## src/sched_cfg_pkg.sv

```systemverilog
// scheduler size constants for warps, threads, PCs and counters
`default_nettype none

package sched_cfg_pkg;

    // warps held by the scheduler
    localparam int num_warps = 4;

    // threads per warp, one mask bit each
    localparam int num_threads = 4;

    // bits of a warp id, log2 of num_warps
    localparam int nw_width = 2;

    // word address width, byte offset dropped
    localparam int pc_bits = 30;

    // busy-cycle and retired-instruction counters
    localparam int ctr_bits = 32;

    // per-cycle commit count, holds 0 to num_warps
    localparam int commit_width = 3;

endpackage

`default_nettype wire

```

## src/sched_msg_pkg.sv

```systemverilog
// scheduler data types for warp ids, thread masks, PCs and counters
`default_nettype none

package sched_msg_pkg;

    // warp index
    typedef logic [sched_cfg_pkg::nw_width-1:0] wid_t;

    // bit i set means thread i runs
    typedef logic [sched_cfg_pkg::num_threads-1:0] tmask_t;

    // word address
    typedef logic [sched_cfg_pkg::pc_bits-1:0] pc_t;

    // one flag per warp
    typedef logic [sched_cfg_pkg::num_warps-1:0] warp_vec_t;

    // counter value
    typedef logic [sched_cfg_pkg::ctr_bits-1:0] ctr_t;

    // retired instructions in one cycle
    typedef logic [sched_cfg_pkg::commit_width-1:0] commit_cnt_t;

endpackage

`default_nettype wire

```

## src/sched_counters.sv

```systemverilog
// sched_counters module, busy flag, busy-cycle counter and retired-instruction counter
`default_nettype none

module sched_counters (
    input  logic                       clk,
    input  logic                       reset,
    input  sched_msg_pkg::warp_vec_t   active_warps,
    input  sched_msg_pkg::commit_cnt_t commit_cnt,
    output logic                       busy,
    output sched_msg_pkg::ctr_t        cycles,
    output sched_msg_pkg::ctr_t        instret
);
    import sched_cfg_pkg::*;
    import sched_msg_pkg::*;

    always_ff @(posedge clk) begin
        if (reset) begin
            busy    <= 1'b0;
            cycles  <= '0;
            instret <= '0;
        end else begin
            // busy lags the active set by one cycle
            busy <= (active_warps != '0);
            if (busy) begin
                cycles <= cycles + ctr_t'(1);
            end
            instret <= instret + {{(ctr_bits - commit_width){1'b0}}, commit_cnt};
        end
    end

endmodule

`default_nettype wire

```

## src/sched_out_buf.sv

```systemverilog
// sched_out_buf module, two-entry registered output buffer with valid/ready
`default_nettype none

module sched_out_buf (
    input  logic                  clk,
    input  logic                  reset,
    input  logic                  in_valid,
    output logic                  in_ready,
    input  sched_msg_pkg::wid_t   in_wid,
    input  sched_msg_pkg::tmask_t in_tmask,
    input  sched_msg_pkg::pc_t    in_pc,
    output logic                  out_valid,
    input  logic                  out_ready,
    output sched_msg_pkg::wid_t   out_wid,
    output sched_msg_pkg::tmask_t out_tmask,
    output sched_msg_pkg::pc_t    out_pc
);
    import sched_cfg_pkg::*;
    import sched_msg_pkg::*;

    typedef logic [nw_width+num_threads+pc_bits-1:0] entry_t;

    entry_t main_q;
    entry_t skid_q;
    logic   skid_valid;
    logic   push;
    logic   pop;

    // skid is only filled while main is held, so a full skid means two entries
    assign in_ready = ~skid_valid;
    assign push     = in_valid && in_ready;
    assign pop      = out_valid && out_ready;

    always_ff @(posedge clk) begin
        if (reset) begin
            out_valid  <= 1'b0;
            skid_valid <= 1'b0;
        end else if (skid_valid) begin
            if (pop) begin
                skid_valid <= 1'b0;
            end
        end else if (push) begin
            if (!out_valid || pop) begin
                out_valid <= 1'b1;
            end else begin
                skid_valid <= 1'b1;
            end
        end else if (pop) begin
            out_valid <= 1'b0;
        end
    end

    // payload moves without reset
    always_ff @(posedge clk) begin
        if (skid_valid) begin
            if (pop) begin
                main_q <= skid_q;
            end
        end else if (push) begin
            if (!out_valid || pop) begin
                main_q <= {in_wid, in_tmask, in_pc};
            end else begin
                skid_q <= {in_wid, in_tmask, in_pc};
            end
        end
    end

    assign {out_wid, out_tmask, out_pc} = main_q;

endmodule

`default_nettype wire

```

## src/warp_scheduler.sv

```systemverilog
// warp_scheduler top module, connects warp state, table, select, output buffer and counters
`default_nettype none

module warp_scheduler (
    input  logic                       clk,
    input  logic                       reset,
    input  sched_msg_pkg::pc_t         startup_pc,
    input  logic                       tmc_valid,
    input  sched_msg_pkg::wid_t        tmc_wid,
    input  sched_msg_pkg::tmask_t      tmc_mask,
    input  logic                       branch_valid,
    input  sched_msg_pkg::wid_t        branch_wid,
    input  logic                       branch_taken,
    input  sched_msg_pkg::pc_t         branch_dest,
    input  logic                       unlock_valid,
    input  sched_msg_pkg::wid_t        unlock_wid,
    input  sched_msg_pkg::commit_cnt_t commit_cnt,
    input  logic                       sched_ready,
    output logic                       sched_valid,
    output sched_msg_pkg::wid_t        sched_wid,
    output sched_msg_pkg::tmask_t      sched_tmask,
    output sched_msg_pkg::pc_t         sched_pc,
    output logic                       busy,
    output sched_msg_pkg::ctr_t        cycles,
    output sched_msg_pkg::ctr_t        instret
);
    import sched_cfg_pkg::*;
    import sched_msg_pkg::*;

    warp_vec_t active_warps;
    warp_vec_t stalled_warps;
    pc_t       warp_pcs [num_warps];
    tmask_t    thread_masks [num_warps];
    logic      pick_valid;
    wid_t      pick_wid;
    tmask_t    pick_tmask;
    pc_t       pick_pc;
    logic      buf_in_ready;
    logic      pick_fire;

    // a pick only counts once the buffer takes it
    assign pick_fire = pick_valid && buf_in_ready;

    warp_state u_state (
        .clk           (clk),
        .reset         (reset),
        .tmc_valid     (tmc_valid),
        .tmc_wid       (tmc_wid),
        .tmc_mask      (tmc_mask),
        .branch_valid  (branch_valid),
        .branch_wid    (branch_wid),
        .unlock_valid  (unlock_valid),
        .unlock_wid    (unlock_wid),
        .pick_fire     (pick_fire),
        .pick_wid      (pick_wid),
        .active_warps  (active_warps),
        .stalled_warps (stalled_warps)
    );

    warp_table u_table (
        .clk          (clk),
        .reset        (reset),
        .startup_pc   (startup_pc),
        .tmc_valid    (tmc_valid),
        .tmc_wid      (tmc_wid),
        .tmc_mask     (tmc_mask),
        .branch_valid (branch_valid),
        .branch_taken (branch_taken),
        .branch_wid   (branch_wid),
        .branch_dest  (branch_dest),
        .pick_fire    (pick_fire),
        .pick_wid     (pick_wid),
        .pick_pc      (pick_pc),
        .warp_pcs     (warp_pcs),
        .thread_masks (thread_masks)
    );

    warp_select u_select (
        .active_warps  (active_warps),
        .stalled_warps (stalled_warps),
        .warp_pcs      (warp_pcs),
        .thread_masks  (thread_masks),
        .pick_valid    (pick_valid),
        .pick_wid      (pick_wid),
        .pick_tmask    (pick_tmask),
        .pick_pc       (pick_pc)
    );

    sched_out_buf u_out_buf (
        .clk       (clk),
        .reset     (reset),
        .in_valid  (pick_valid),
        .in_ready  (buf_in_ready),
        .in_wid    (pick_wid),
        .in_tmask  (pick_tmask),
        .in_pc     (pick_pc),
        .out_valid (sched_valid),
        .out_ready (sched_ready),
        .out_wid   (sched_wid),
        .out_tmask (sched_tmask),
        .out_pc    (sched_pc)
    );

    sched_counters u_counters (
        .clk          (clk),
        .reset        (reset),
        .active_warps (active_warps),
        .commit_cnt   (commit_cnt),
        .busy         (busy),
        .cycles       (cycles),
        .instret      (instret)
    );

endmodule

`default_nettype wire

```

## src/warp_select.sv

```systemverilog
// warp_select module, lowest-index ready warp pick with mask and PC readout
`default_nettype none

module warp_select (
    input  sched_msg_pkg::warp_vec_t active_warps,
    input  sched_msg_pkg::warp_vec_t stalled_warps,
    input  sched_msg_pkg::pc_t       warp_pcs [sched_cfg_pkg::num_warps],
    input  sched_msg_pkg::tmask_t    thread_masks [sched_cfg_pkg::num_warps],
    output logic                     pick_valid,
    output sched_msg_pkg::wid_t      pick_wid,
    output sched_msg_pkg::tmask_t    pick_tmask,
    output sched_msg_pkg::pc_t       pick_pc
);
    import sched_cfg_pkg::*;
    import sched_msg_pkg::*;

    warp_vec_t ready_warps;

    assign ready_warps = active_warps & ~stalled_warps;

    // scan downwards so the lowest ready index is the last one written
    always_comb begin
        pick_valid = 1'b0;
        pick_wid   = '0;
        for (int i = num_warps - 1; i >= 0; i--) begin
            if (ready_warps[i]) begin
                pick_valid = 1'b1;
                pick_wid   = wid_t'(i);
            end
        end
    end

    assign pick_tmask = thread_masks[pick_wid];
    assign pick_pc    = warp_pcs[pick_wid];

endmodule

`default_nettype wire

```

## src/warp_state.sv

```systemverilog
// warp_state module, per-warp active and stalled tracking with release and stall rules
`default_nettype none

module warp_state (
    input  logic                     clk,
    input  logic                     reset,
    input  logic                     tmc_valid,
    input  sched_msg_pkg::wid_t      tmc_wid,
    input  sched_msg_pkg::tmask_t    tmc_mask,
    input  logic                     branch_valid,
    input  sched_msg_pkg::wid_t      branch_wid,
    input  logic                     unlock_valid,
    input  sched_msg_pkg::wid_t      unlock_wid,
    input  logic                     pick_fire,
    input  sched_msg_pkg::wid_t      pick_wid,
    output sched_msg_pkg::warp_vec_t active_warps,
    output sched_msg_pkg::warp_vec_t stalled_warps
);
    import sched_cfg_pkg::*;
    import sched_msg_pkg::*;

    warp_vec_t active_n;
    warp_vec_t stalled_n;

    // releases first, then the pick stall so it wins on a clash
    always_comb begin
        active_n  = active_warps;
        stalled_n = stalled_warps;
        for (int i = 0; i < num_warps; i++) begin
            if (unlock_valid && unlock_wid == wid_t'(i)) begin
                stalled_n[i] = 1'b0;
            end
            if (tmc_valid && tmc_wid == wid_t'(i)) begin
                // zero mask retires the warp
                active_n[i]  = (tmc_mask != '0);
                stalled_n[i] = 1'b0;
            end
            if (branch_valid && branch_wid == wid_t'(i)) begin
                stalled_n[i] = 1'b0;
            end
            if (pick_fire && pick_wid == wid_t'(i)) begin
                stalled_n[i] = 1'b1;
            end
        end
    end

    always_ff @(posedge clk) begin
        if (reset) begin
            // only warp 0 runs out of reset
            active_warps  <= warp_vec_t'(1);
            stalled_warps <= '0;
        end else begin
            active_warps  <= active_n;
            stalled_warps <= stalled_n;
        end
    end

endmodule

`default_nettype wire

```

## src/warp_table.sv

```systemverilog
// warp_table module, per-warp PC and thread mask storage
`default_nettype none

module warp_table (
    input  logic                  clk,
    input  logic                  reset,
    input  sched_msg_pkg::pc_t    startup_pc,
    input  logic                  tmc_valid,
    input  sched_msg_pkg::wid_t   tmc_wid,
    input  sched_msg_pkg::tmask_t tmc_mask,
    input  logic                  branch_valid,
    input  logic                  branch_taken,
    input  sched_msg_pkg::wid_t   branch_wid,
    input  sched_msg_pkg::pc_t    branch_dest,
    input  logic                  pick_fire,
    input  sched_msg_pkg::wid_t   pick_wid,
    input  sched_msg_pkg::pc_t    pick_pc,
    output sched_msg_pkg::pc_t    warp_pcs [sched_cfg_pkg::num_warps],
    output sched_msg_pkg::tmask_t thread_masks [sched_cfg_pkg::num_warps]
);
    import sched_cfg_pkg::*;
    import sched_msg_pkg::*;

    pc_t    pcs_n [num_warps];
    tmask_t masks_n [num_warps];

    always_comb begin
        pcs_n   = warp_pcs;
        masks_n = thread_masks;
        if (tmc_valid) begin
            masks_n[tmc_wid] = tmc_mask;
        end
        if (branch_valid && branch_taken) begin
            pcs_n[branch_wid] = branch_dest;
        end
        // advance after the branch load, so it takes precedence
        if (pick_fire) begin
            pcs_n[pick_wid] = pick_pc + pc_t'(1);
        end
    end

    always_ff @(posedge clk) begin
        if (reset) begin
            for (int i = 0; i < num_warps; i++) begin
                warp_pcs[i]     <= '0;
                thread_masks[i] <= '0;
            end
            // warp 0 starts with thread 0 at the boot address
            warp_pcs[0]     <= startup_pc;
            thread_masks[0] <= tmask_t'(1);
        end else begin
            warp_pcs     <= pcs_n;
            thread_masks <= masks_n;
        end
    end

endmodule

`default_nettype wire
```

## config.mk

```make
export PLATFORM = sky130hd
export DESIGN_NAME = warp_scheduler
export DESIGN_NICKNAME = d
export VERILOG_FILES = /design/src/sched_cfg_pkg.sv /design/src/sched_msg_pkg.sv /design/src/sched_counters.sv /design/src/sched_out_buf.sv /design/src/warp_scheduler.sv /design/src/warp_select.sv /design/src/warp_state.sv /design/src/warp_table.sv
export SDC_FILE = /design/constraint.sdc
export NUM_CORES = 1
export LEC_CHECK = 0
export BUFFER_PORTS_ARGS = -buffer_cell sky130_fd_sc_hd__buf_2
export CAP_MARGIN = 10
export CORE_UTILIZATION = 44
export DETAILED_ROUTE_END_ITERATION = 8
export GPL_TIMING_DRIVEN = 1
export PLACE_DENSITY = 0.63
export SLEW_MARGIN = 10
export SYNTH_ARGS = -nofsm -noshare
export SYNTH_HDL_FRONTEND = slang
export SYNTH_SLANG_ARGS = --single-unit
```

## constraint.sdc

```tcl
create_clock -name clk -period 5.13 [get_ports clk]
set_input_delay 1.026 -clock clk [delete_from_list [all_inputs] [get_ports clk]]
set_output_delay 1.026 -clock clk [all_outputs]
set_load 0.05 [all_outputs]
```

==> flow_metrics.py, run 1 <==
metrics = {
    "synthesis": {
        "synth_seq_area_share_pct": 45.8,
        "synth.cell_area_mm2": 0.0139,
        "yosys_warnings": 0,
        "syn_area_per_cell_um2": 9.12,
        "ys_top_cells_by_area": "dfxtp_1 30%, edfxtp_1 16%, mux2_2 5.4%",
        "synth_ff_type": "dfxtp_1",
        "ys_seq_elements": 283,
        "synth_edf_count": 72,
        "ys_types": 77,
        "ys_top_cells_by_count": "211 x dfxtp_1, 180 x nor2_1, 150 x nand2_1",
        "syn_inst": 1529,
        "synth_nets": 1615,
        "synth_top_area_share_pct": 30.3,
        "synth_area_leader_cell": "dfxtp_1",
        "ys_async_sr_fraction_pct": 0,
        "synth.most_common_cell": "dfxtp_1",
    },
    "status": {
        "status": "complete, no violations",
    },
    "setup_path": {
        "crit_end": "u_table.warp_pcs[108]",
        "r2r_end": "u_table.warp_pcs[108]",
        "end_kind": "register",
        "start_kind": "register",
        "criticalPathCategory": "reg -> reg",
        "ff2ff_setup_slack_ns": 1.35,
        "arrival_ns": 4.20,
        "r2r_cells": 11,
        "r2r-start": "u_state.active_warps[1]",
        "setup.worst_path.start": "u_state.active_warps[1]",
        "cp_max_fo": 17,
        "required_ns": 5.55,
    },
    "clocking": {
        "cts_max_level": 1,
        "cts_buffer_depth": 3,
        "cts_buffers": 31,
        "numClockSinks": 283,
        "clk_pin_slew_ns": 0.06,
        "insertion_delay_ns": 0.57,
        "cts_resized": 0,
        "cts_setup_buffers": 0,
        "root_buffer": "clkbuf_16",
        "ctsHoldBuffers": 0,
        "cts_tree": "built",
    },
    "finish": {
        "final_cells": 2098,
        "nets": 1764,
        "syn_to_final_growth_pct": 16.4,
        "n_fill_cell": 2918,
        "final_layout_size_suffix_gt1_share_pct": 22.2,
    },
    "floorplanning": {
        "die_h_um": 180,
        "start_util_pct": 45.1,
        "rows": 64,
        "die_w_um": 180,
        "core_area_mm2": 0.0309,
        "die_area_mm2": 0.0324,
        "num_io_pins": 182,
    },
    "route": {
        "drc": 0,
        "routedWlPerCell_um": 20.0,
        "avgViaCountPerCell": 5.85,
        "via_count": 12300,
        "first_pass_iters": 6,
        "dr.first_iter.drc_count": 1004,
        "drtAntennaViolNets": 0,
        "wl_um": 41900,
    },
    "sta": {
        "maxSlewHeadroom_pct": 26.4,
        "rsz0062_at_grt": "false",
        "hold-worst-slack_ns": 0.466,
        "final.min_clock_period_ns": 3.78,
        "finalSetupViolations": 0,
        "hold_viol": 0,
        "final-max-slew-violation-count": 0,
        "setup_ws_ns": 1.35,
        "period_share_pct": 73.7,
        "setup_tns_ns": 0,
        "fin_skew_ns": 0.0261,
        "fmax_mhz": 264,
        "tightest_slew_ns": 1.10,
    },
    "placement": {
        "port_buffers": 181,
        "place_ws_ns": 1.46,
        "detailed_place_hpwl_um": 28300,
        "gp_congestion": 0.906,
        "place_inst": 2041,
    },
    "global_routing": {
        "groute.usage.overall_pct": 25.3,
        "grt_pass1_wl_um": 65600,
        "grt_overflow": 0,
        "grt_pass1_vias": 11600,
        "grt_max_degree": 96,
        "antenna_found_initial": 4,
    },
    "min_path": {
        "min_path_type": "reg -> reg",
        "min_path_cells": 2,
    },
    "power_and_ir_drop": {
        "powerDensity_mw_per_mm2": 382,
        "p_leak_nw": 6.45,
        "power_mw": 6.21,
        "irDropWorstVdd_mv": 0.304,
    },
    "run": {
        "maxCapViolCount": 0,
    },
}
layer usage:
layer	track usage (%)	wire length, um	vias to the layer above
met5	0	23	-
met4	9.17	1520	4
met3	4.44	3380	104
met2	39.1	18100	521
met1	35.4	18800	5801
li1	-	-	5842
logic make-up after synthesis:
family	count (synthesis)	synth area share, %
compound gates	336	16.1
xor+xnor	72	4.52
fa+ha+maj	6	0.592
buf+inv	166	4.74
flops	283	45.8
mux	113	8.71
simple gates	553	19.6
placed cells by master, fill, tap and decap left out, types with 22 or more instances in the layout:
cell type	instances
buf_2	180
and3_1	28
a21oi_1	85
o21ai_0	85
a211oi_1	47
nor2_1	177
mux2_2	67
edfxtp_1	72
clkbuf_16	31
inv_1	53
nand3_1	36
xnor2_1	33
dfxtp_1	210
nand4_1	22
buf_4	47
mux2i_1	46
xor2_1	39
nand2_1	149
area by class of cell:
type	instances	area [um^2]	share of cell area [%]
Antenna cell	2	5.00	0.0308
Multi-Input combinational cell	1080	6920	42.6
Timing Repair Buffer	228	1260	7.79
Clock buffer	47	866	5.33
Tap cell	396	495	3.05
Sequential cell	283	6390	39.4
Clock inverter	8	87.6	0.540
Inverter	54	203	1.25
per-stage QoR:
| step | instance area [um^2] | utilization (%) |
|---|---|---|
| 6_report | 16200 | 52.5 |
| 3_3_place_gp | 15300 | 49.4 |
| 2_1_floorplan | 13900 | - |
| 5_1_grt | 16200 | 52.5 |
| 4_1_cts | 16200 | 52.5 |
| 3_5_place_dp | 15300 | 49.4 |
worst min path at each step:
stage	startpoint	endpoint	slack, ns
final	u_table.thread_masks[2]	u_table.thread_masks[2]	0.47
after detailed placement	u_table.thread_masks[2]	u_table.thread_masks[2]	0.46
after floorplan	u_table.thread_masks[0]	u_table.thread_masks[0]	0.44
after global placement	u_table.thread_masks[2]	u_table.thread_masks[2]	0.45
after CTS	u_table.thread_masks[2]	u_table.thread_masks[2]	0.46
after global routing	u_table.thread_masks[2]	u_table.thread_masks[2]	0.49
state kept, by name, summed over array words and instances, names as in the netlist:
name / count
u_counters.cycles: 32
u_state.stalled_warps: 4
u_out_buf.skid_valid: 1
u_counters.busy: 1
u_state.active_warps: 4
u_table.warp_pcs: 120
u_table.thread_masks: 16
u_out_buf.skid_q: 36
u_out_buf.out_valid: 1
u_counters.instret: 32
u_out_buf.main_q: 36
report_power, final:
part	switching, mW	leakage, nW	internal, mW
clock network	0.888	0.466	1.25
registers	0.0913	2.40	2.54
logic	1.01	3.58	0.427
critical path, stage by stage, from the launching register on:
cell,delay [ns]
dfxtp_1,0.33
buf_4,0.23
nor2b_2,0.58
nor3_2,0.32
a222oi_1,0.44
buf_4,0.20
and2_0,0.37
nand4_1,0.15
buf_4,0.23
nor4_1,0.40
xnor2_1,0.27
a21oi_1,0.13
No activity file was read; power rests on OpenSTA's default activity.
==> run 2: changes to the inputs <==
PLACE_DENSITY = 0.66   (was 0.63)
clock period = 3.2 ns   (was 5.13 ns; I/O delays follow)
==> flow_metrics.py, run 2 (synthesized netlist as in run 1, its figures left out) <==
metrics = {
    "status": {
        "status": "complete, no violations",
    },
    "floorplanning": {
        "core_area_mm2": 0.0309,
        "num_io_pins": 182,
        "rows": 64,
        "die_w_um": 180,
        "die_area_mm2": 0.0324,
        "start_util_pct": 45.1,
        "die_h_um": 180,
    },
    "sta": {
        "period_share_pct": 96.6,
        "maxSlewHeadroom_pct": 39.6,
        "final-max-slew-violation-count": 0,
        "finalSetupViolations": 0,
        "tightest_slew_ns": 0.897,
        "fmax_mhz": 323,
        "final.min_clock_period_ns": 3.09,
        "hold-worst-slack_ns": 0.279,
        "fin_skew_ns": 0.0188,
        "setup_ws_ns": 0.108,
        "rsz0062_at_grt": "true",
        "hold_viol": 0,
    },
    "power_and_ir_drop": {
        "p_leak_nw": 6.68,
        "powerDensity_mw_per_mm2": 605,
        "irDropWorstVdd_mv": 0.394,
        "power_mw": 10.1,
    },
    "finish": {
        "largest_register_ffs": 120,
        "mostFrequentLayoutCell": "dfxtp_1",
        "final_cells": 2135,
        "finish.utilization_pct": 53.9,
        "top_register": "u_table.warp_pcs",
        "top_regs": "u_table.warp_pcs x120, u_out_buf.main_q x36, u_out_buf.skid_q x36",
        "syn_to_final_growth_pct": 19.5,
        "nets": 1803,
        "final_layout_size_suffix_gt1_share_pct": 24.8,
        "final_cell_mix": "209 x dfxtp_1, 180 x buf_2, 177 x nor2_1",
    },
    "route": {
        "drc": 0,
        "drtAntennaViolNets": 0,
        "avgViaCountPerCell": 5.83,
        "dr.first_iter.drc_count": 1008,
        "wl_um": 42500,
        "first_pass_iters": 5,
        "routedWlPerCell_um": 19.9,
        "via_count": 12400,
    },
    "setup_path": {
        "r2r_end": "u_table.warp_pcs[87]",
        "r2r_cells": 12,
        "end_kind": "register",
        "ff2ff_setup_slack_ns": 0.11,
        "setup.worst_path.start": "u_state.active_warps[0]",
        "arrival_ns": 3.51,
        "criticalPathCategory": "reg -> reg",
        "r2r-start": "u_state.active_warps[0]",
        "crit_end": "u_table.warp_pcs[87]",
        "cp_max_fo": 13,
        "start_kind": "register",
        "required_ns": 3.62,
    },
    "global_routing": {
        "grt_pass1_wl_um": 66400,
        "groute.usage.overall_pct": 25.6,
        "antenna_found_initial": 4,
        "grt_pass1_vias": 12000,
        "grt_max_degree": 78,
        "grt_overflow": 0,
    },
    "placement": {
        "gp_congestion": 0.973,
        "port_buffers": 181,
        "detailed_place_hpwl_um": 29500,
        "place_ws_ns": -0.0138,
        "place_inst": 2076,
    },
    "clocking": {
        "clk_pin_slew_ns": 0.06,
        "cts_buffers": 31,
        "numClockSinks": 283,
        "insertion_delay_ns": 0.56,
        "cts_max_level": 1,
        "root_buffer": "clkbuf_16",
        "ctsHoldBuffers": 0,
        "cts_tree": "built",
        "cts_buffer_depth": 3,
    },
    "run": {
        "maxCapViolCount": 0,
    },
    "min_path": {
        "min_path_type": "in -> reg",
    },
}
run 2: cell types whose count changed in the layout (fill, tap and decap cells not counted), moves of 3 or more:
cell	previous run	this run
nor4_2	4	7
buf_4	47	81
nor4_1	15	12
buf_12	0	4
clkbuf_1	13	9
run 2: layer usage:
metal / part of all wire, % / up-vias / track usage (%)
met5: 0.031 / - / 0
met4: 3.1 / 2 / 8.69
met3: 10 / 88 / 7.07
met2: 44 / 586 / 39.7
met1: 43 / 5878 / 34.2
li1: - / 5887 / -
run 2: timing repair:
| item | in CTS | in global routing |
|---|---|---|
| buffers inserted | 2 | 2 |
| endpoints found under the setup margin | 17 | 61 |
| resized for setup | 2 | 17 |
| hold endpoints to repair | 0 | 0 |
| pin swaps | 1 | 4 |
run 2: worst max-delay path, stage by stage, from the launching register on:
cell	delay, ns
dfxtp_1	0.37
nor2b_2	0.34
buf_4	0.30
buf_4	0.18
a21oi_1	0.04
nand2_1	0.06
o21ai_0	0.10
inv_1	0.24
and4_1	0.31
nand4_1	0.25
nor4_2	0.34
xnor2_1	0.29
a21oi_1	0.13
run 2: final cells by class:
| cell class | count | area (um^2) |
|---|---|---|
| Tap cell | 396 | 495 |
| Timing Repair Buffer | 267 | 1610 |
| Multi-Input combinational cell | 1080 | 7000 |
| Inverter | 54 | 203 |
| Fill cell | 2808 | 14200 |
| Clock buffer | 45 | 878 |
| Sequential cell | 283 | 6390 |
| Antenna cell | 2 | 5.00 |
| Clock inverter | 8 | 75.1 |
run 2: worst min path at each step:
stage                                 start                       to  slack (ns)  cells after the start
floorplan           u_table.thread_masks[0]  u_table.thread_masks[0]        0.44                      2
global placement    u_table.thread_masks[3]  u_table.thread_masks[3]        0.44                      2
detailed placement  u_table.thread_masks[0]  u_table.thread_masks[0]        0.45                      2
CTS                           startup_pc[6]     u_table.warp_pcs[96]        0.26                      2
global route                  startup_pc[6]     u_table.warp_pcs[96]        0.27                      2
finish                        startup_pc[1]     u_table.warp_pcs[91]        0.28                      3
run 2: report_power, final:
group / internal (mW) / switching (mW) / leakage [nW]
clock: 1.97 / 1.45 / 0.472
combinational: 0.772 / 1.67 / 3.80
sequential: 4.07 / 0.155 / 2.40
run 2: stage by stage:
step	setup TNS (ns)	area, um^2
floorplan	0	13900
finish	0	16700
detailed placement	-0.0719	15600
global placement	0	15600
CTS	0	16600
global route	-0.709	16700
==> run 3: changes to the inputs <==
BUFFER_PORTS_ARGS = unset   (was -buffer_cell sky130_fd_sc_hd__buf_2)
CELL_PAD_IN_SITES_DETAIL_PLACEMENT = 1   (was unset)
CELL_PAD_IN_SITES_GLOBAL_PLACEMENT = 1   (was unset)
DONT_BUFFER_PORTS = 1   (was unset)
PLACE_DENSITY = 0.76   (was 0.66)
==> flow_metrics.py, run 3 (synthesized netlist as in run 1, its figures left out) <==
metrics = {
    "status": {
        "status": "complete, no violations",
    },
    "sta": {
        "final-max-slew-violation-count": 0,
        "maxSlewHeadroom_pct": 34.9,
        "fin_skew_ns": 0.0199,
        "final.min_clock_period_ns": 3.04,
        "hold_viol": 0,
        "setup_tns_ns": 0,
        "period_share_pct": 95.0,
        "hold-worst-slack_ns": 0.133,
        "finalSetupViolations": 0,
        "fmax_mhz": 329,
        "tightest_slew_ns": 0.968,
        "setup_ws_ns": 0.161,
    },
    "global_routing": {
        "grt_pass1_vias": 12800,
        "grt_overflow": 0,
        "antenna_found_initial": 1,
        "grt_max_degree": 180,
        "groute.usage.overall_pct": 28.7,
        "grt_pass1_wl_um": 73600,
    },
    "clocking": {
        "cts_buffers": 31,
        "insertion_delay_ns": 0.58,
        "clk_pin_slew_ns": 0.06,
        "cts_buffer_depth": 3,
        "cts_max_level": 1,
        "ctsHoldBuffers": 0,
        "cts_tree": "built",
        "root_buffer": "clkbuf_16",
        "numClockSinks": 283,
    },
    "floorplanning": {
        "core_area_mm2": 0.0309,
        "num_io_pins": 182,
        "die_area_mm2": 0.0324,
        "start_util_pct": 45.1,
        "die_h_um": 180,
        "rows": 64,
        "die_w_um": 180,
    },
    "route": {
        "avgViaCountPerCell": 6.20,
        "via_count": 12300,
        "first_pass_iters": 8,
        "wl_um": 47200,
        "routedWlPerCell_um": 23.8,
        "drtAntennaViolNets": 0,
        "drc": 0,
        "dr.first_iter.drc_count": 1039,
    },
    "setup_path": {
        "crit_chain": "and2b_1 > o31ai_2 > buf_4 > a222oi_1 > buf_4 > and4_1 > and4b_1 > and3_2 > o311ai_0 > a21oi_1",
        "setup.worst_path.start": "u_state.stalled_warps[2]",
        "slowest_stage": "o31ai_2",
        "path_delay_family": "compound AO/OA/AOI/OAI gates",
        "criticalPathCategory": "reg -> reg",
        "r2r_cells": 10,
        "r2r-start": "u_state.stalled_warps[2]",
        "critPathMaxStageDelay_ns": 0.52,
        "end_kind": "register",
        "r2r_end": "u_table.warp_pcs[119]",
        "arrival_ns": 3.48,
        "start_kind": "register",
        "required_ns": 3.64,
        "cp_max_fo": 9,
        "ff2ff_setup_slack_ns": 0.16,
        "cpMostUsedCell": "buf_4",
        "critPathBufInv": 2,
    },
    "power_and_ir_drop": {
        "irDropWorstVdd_mv": 0.439,
        "powerDensity_mw_per_mm2": 623,
        "switching_share_pct": 32.9,
        "p_comb_share_pct": 18.6,
        "p_leak_nw": 5.99,
        "power_mw": 9.93,
        "seqPwrFrac_pct": 47.4,
        "pwr-share-clk_pct": 34.0,
        "p_int_mw": 6.67,
        "p_sw_mw": 3.26,
    },
    "min_path": {
        "min_path_cells": 1,
        "min_path_type": "in -> reg",
        "min_from": "reset",
        "min_to": "u_out_buf.out_valid",
    },
    "finish": {
        "top_register": "u_table.warp_pcs",
        "nets": 1649,
        "syn_to_final_growth_pct": 14.3,
        "n_fill_cell": 3521,
        "top_regs": "u_table.warp_pcs x120, u_out_buf.main_q x36, u_out_buf.skid_q x36",
        "final_cell_mix": "210 x dfxtp_1, 176 x nor2_1, 150 x nand2_1",
        "mostFrequentLayoutCell": "dfxtp_1",
        "final_layout_size_suffix_gt1_share_pct": 17.5,
        "largest_register_ffs": 120,
        "final_area_mm2": 0.0159,
    },
    "placement": {
        "post_dp_cell_area_mm2": 0.0149,
        "place_ws_ns": 0.0516,
        "detailed_place_hpwl_um": 32600,
        "port_buffers": 0,
        "gp_congestion": 0.910,
    },
    "run": {
        "maxCapViolCount": 0,
    },
}
run 3: cell count changes in the layout (fill, tap and decap cells not counted), sizes merged:
cell | before | now
buf | 267 | 113
clkbuf | 45 | 46
clkinv | 5 | 9
diode | 2 | 1
inv | 56 | 54
run 3: through the flow:
stage	cells	utilization [%]
after floorplan	1529	-
after global placement	1924	48.1
after detailed placement	1924	48.1
after CTS	1980	51.1
after global routing	1983	51.5
final	1983	51.5
run 3: area by class of cell:
cell class | instances | area, um^2 | area share [%]
timing repair buffer | 113 | 881 | 5.53
clock inverter | 10 | 71.3 | 0.448
tap | 396 | 495 | 3.11
clock buffer | 46 | 852 | 5.35
sequential | 283 | 6390 | 40.1
inverter | 54 | 203 | 1.27
antenna | 1 | 2.50 | 0.0157
multi-input combinational | 1080 | 7040 | 44.2
run 3: power by group through the flow:
stage / registers, mW / clock network (mW) / logic, mW
after floorplan: 4.74 / 0 / 1.12
after global placement: 4.76 / 0 / 1.69
after detailed placement: 4.78 / 0 / 1.76
after CTS: 4.71 / 3.43 / 1.77
after global routing: 4.74 / 3.56 / 1.98
final: 4.71 / 3.38 / 1.84
run 3: per-layer routing:
layer | global-route usage, % | vias to the layer above | wire, um
li1 | - | 5586 | -
met1 | 37.8 | 6094 | 20200
met2 | 45.8 | 491 | 21300
met3 | 6.58 | 114 | 4020
met4 | 10.1 | 0 | 1630
met5 | 0.889 | - | 0
run 3: what timing repair did:
action                                  in CTS  in global routing
buffers inserted                             0                  2
endpoints found under the setup margin       0                 83
resized for setup                            0                 26
run 3: how the worst max path moves through the flow:
stage                     cells after the start  slack, ns                    end
after floorplan                               7       0.13    u_out_buf.skid_q[0]
after global placement                       10       0.16  u_table.warp_pcs[118]
after detailed placement                     10       0.05  u_table.warp_pcs[118]
after CTS                                    10       0.07   u_table.warp_pcs[34]
after global routing                         10      -0.02  u_table.warp_pcs[118]
final                                        10       0.16  u_table.warp_pcs[119]
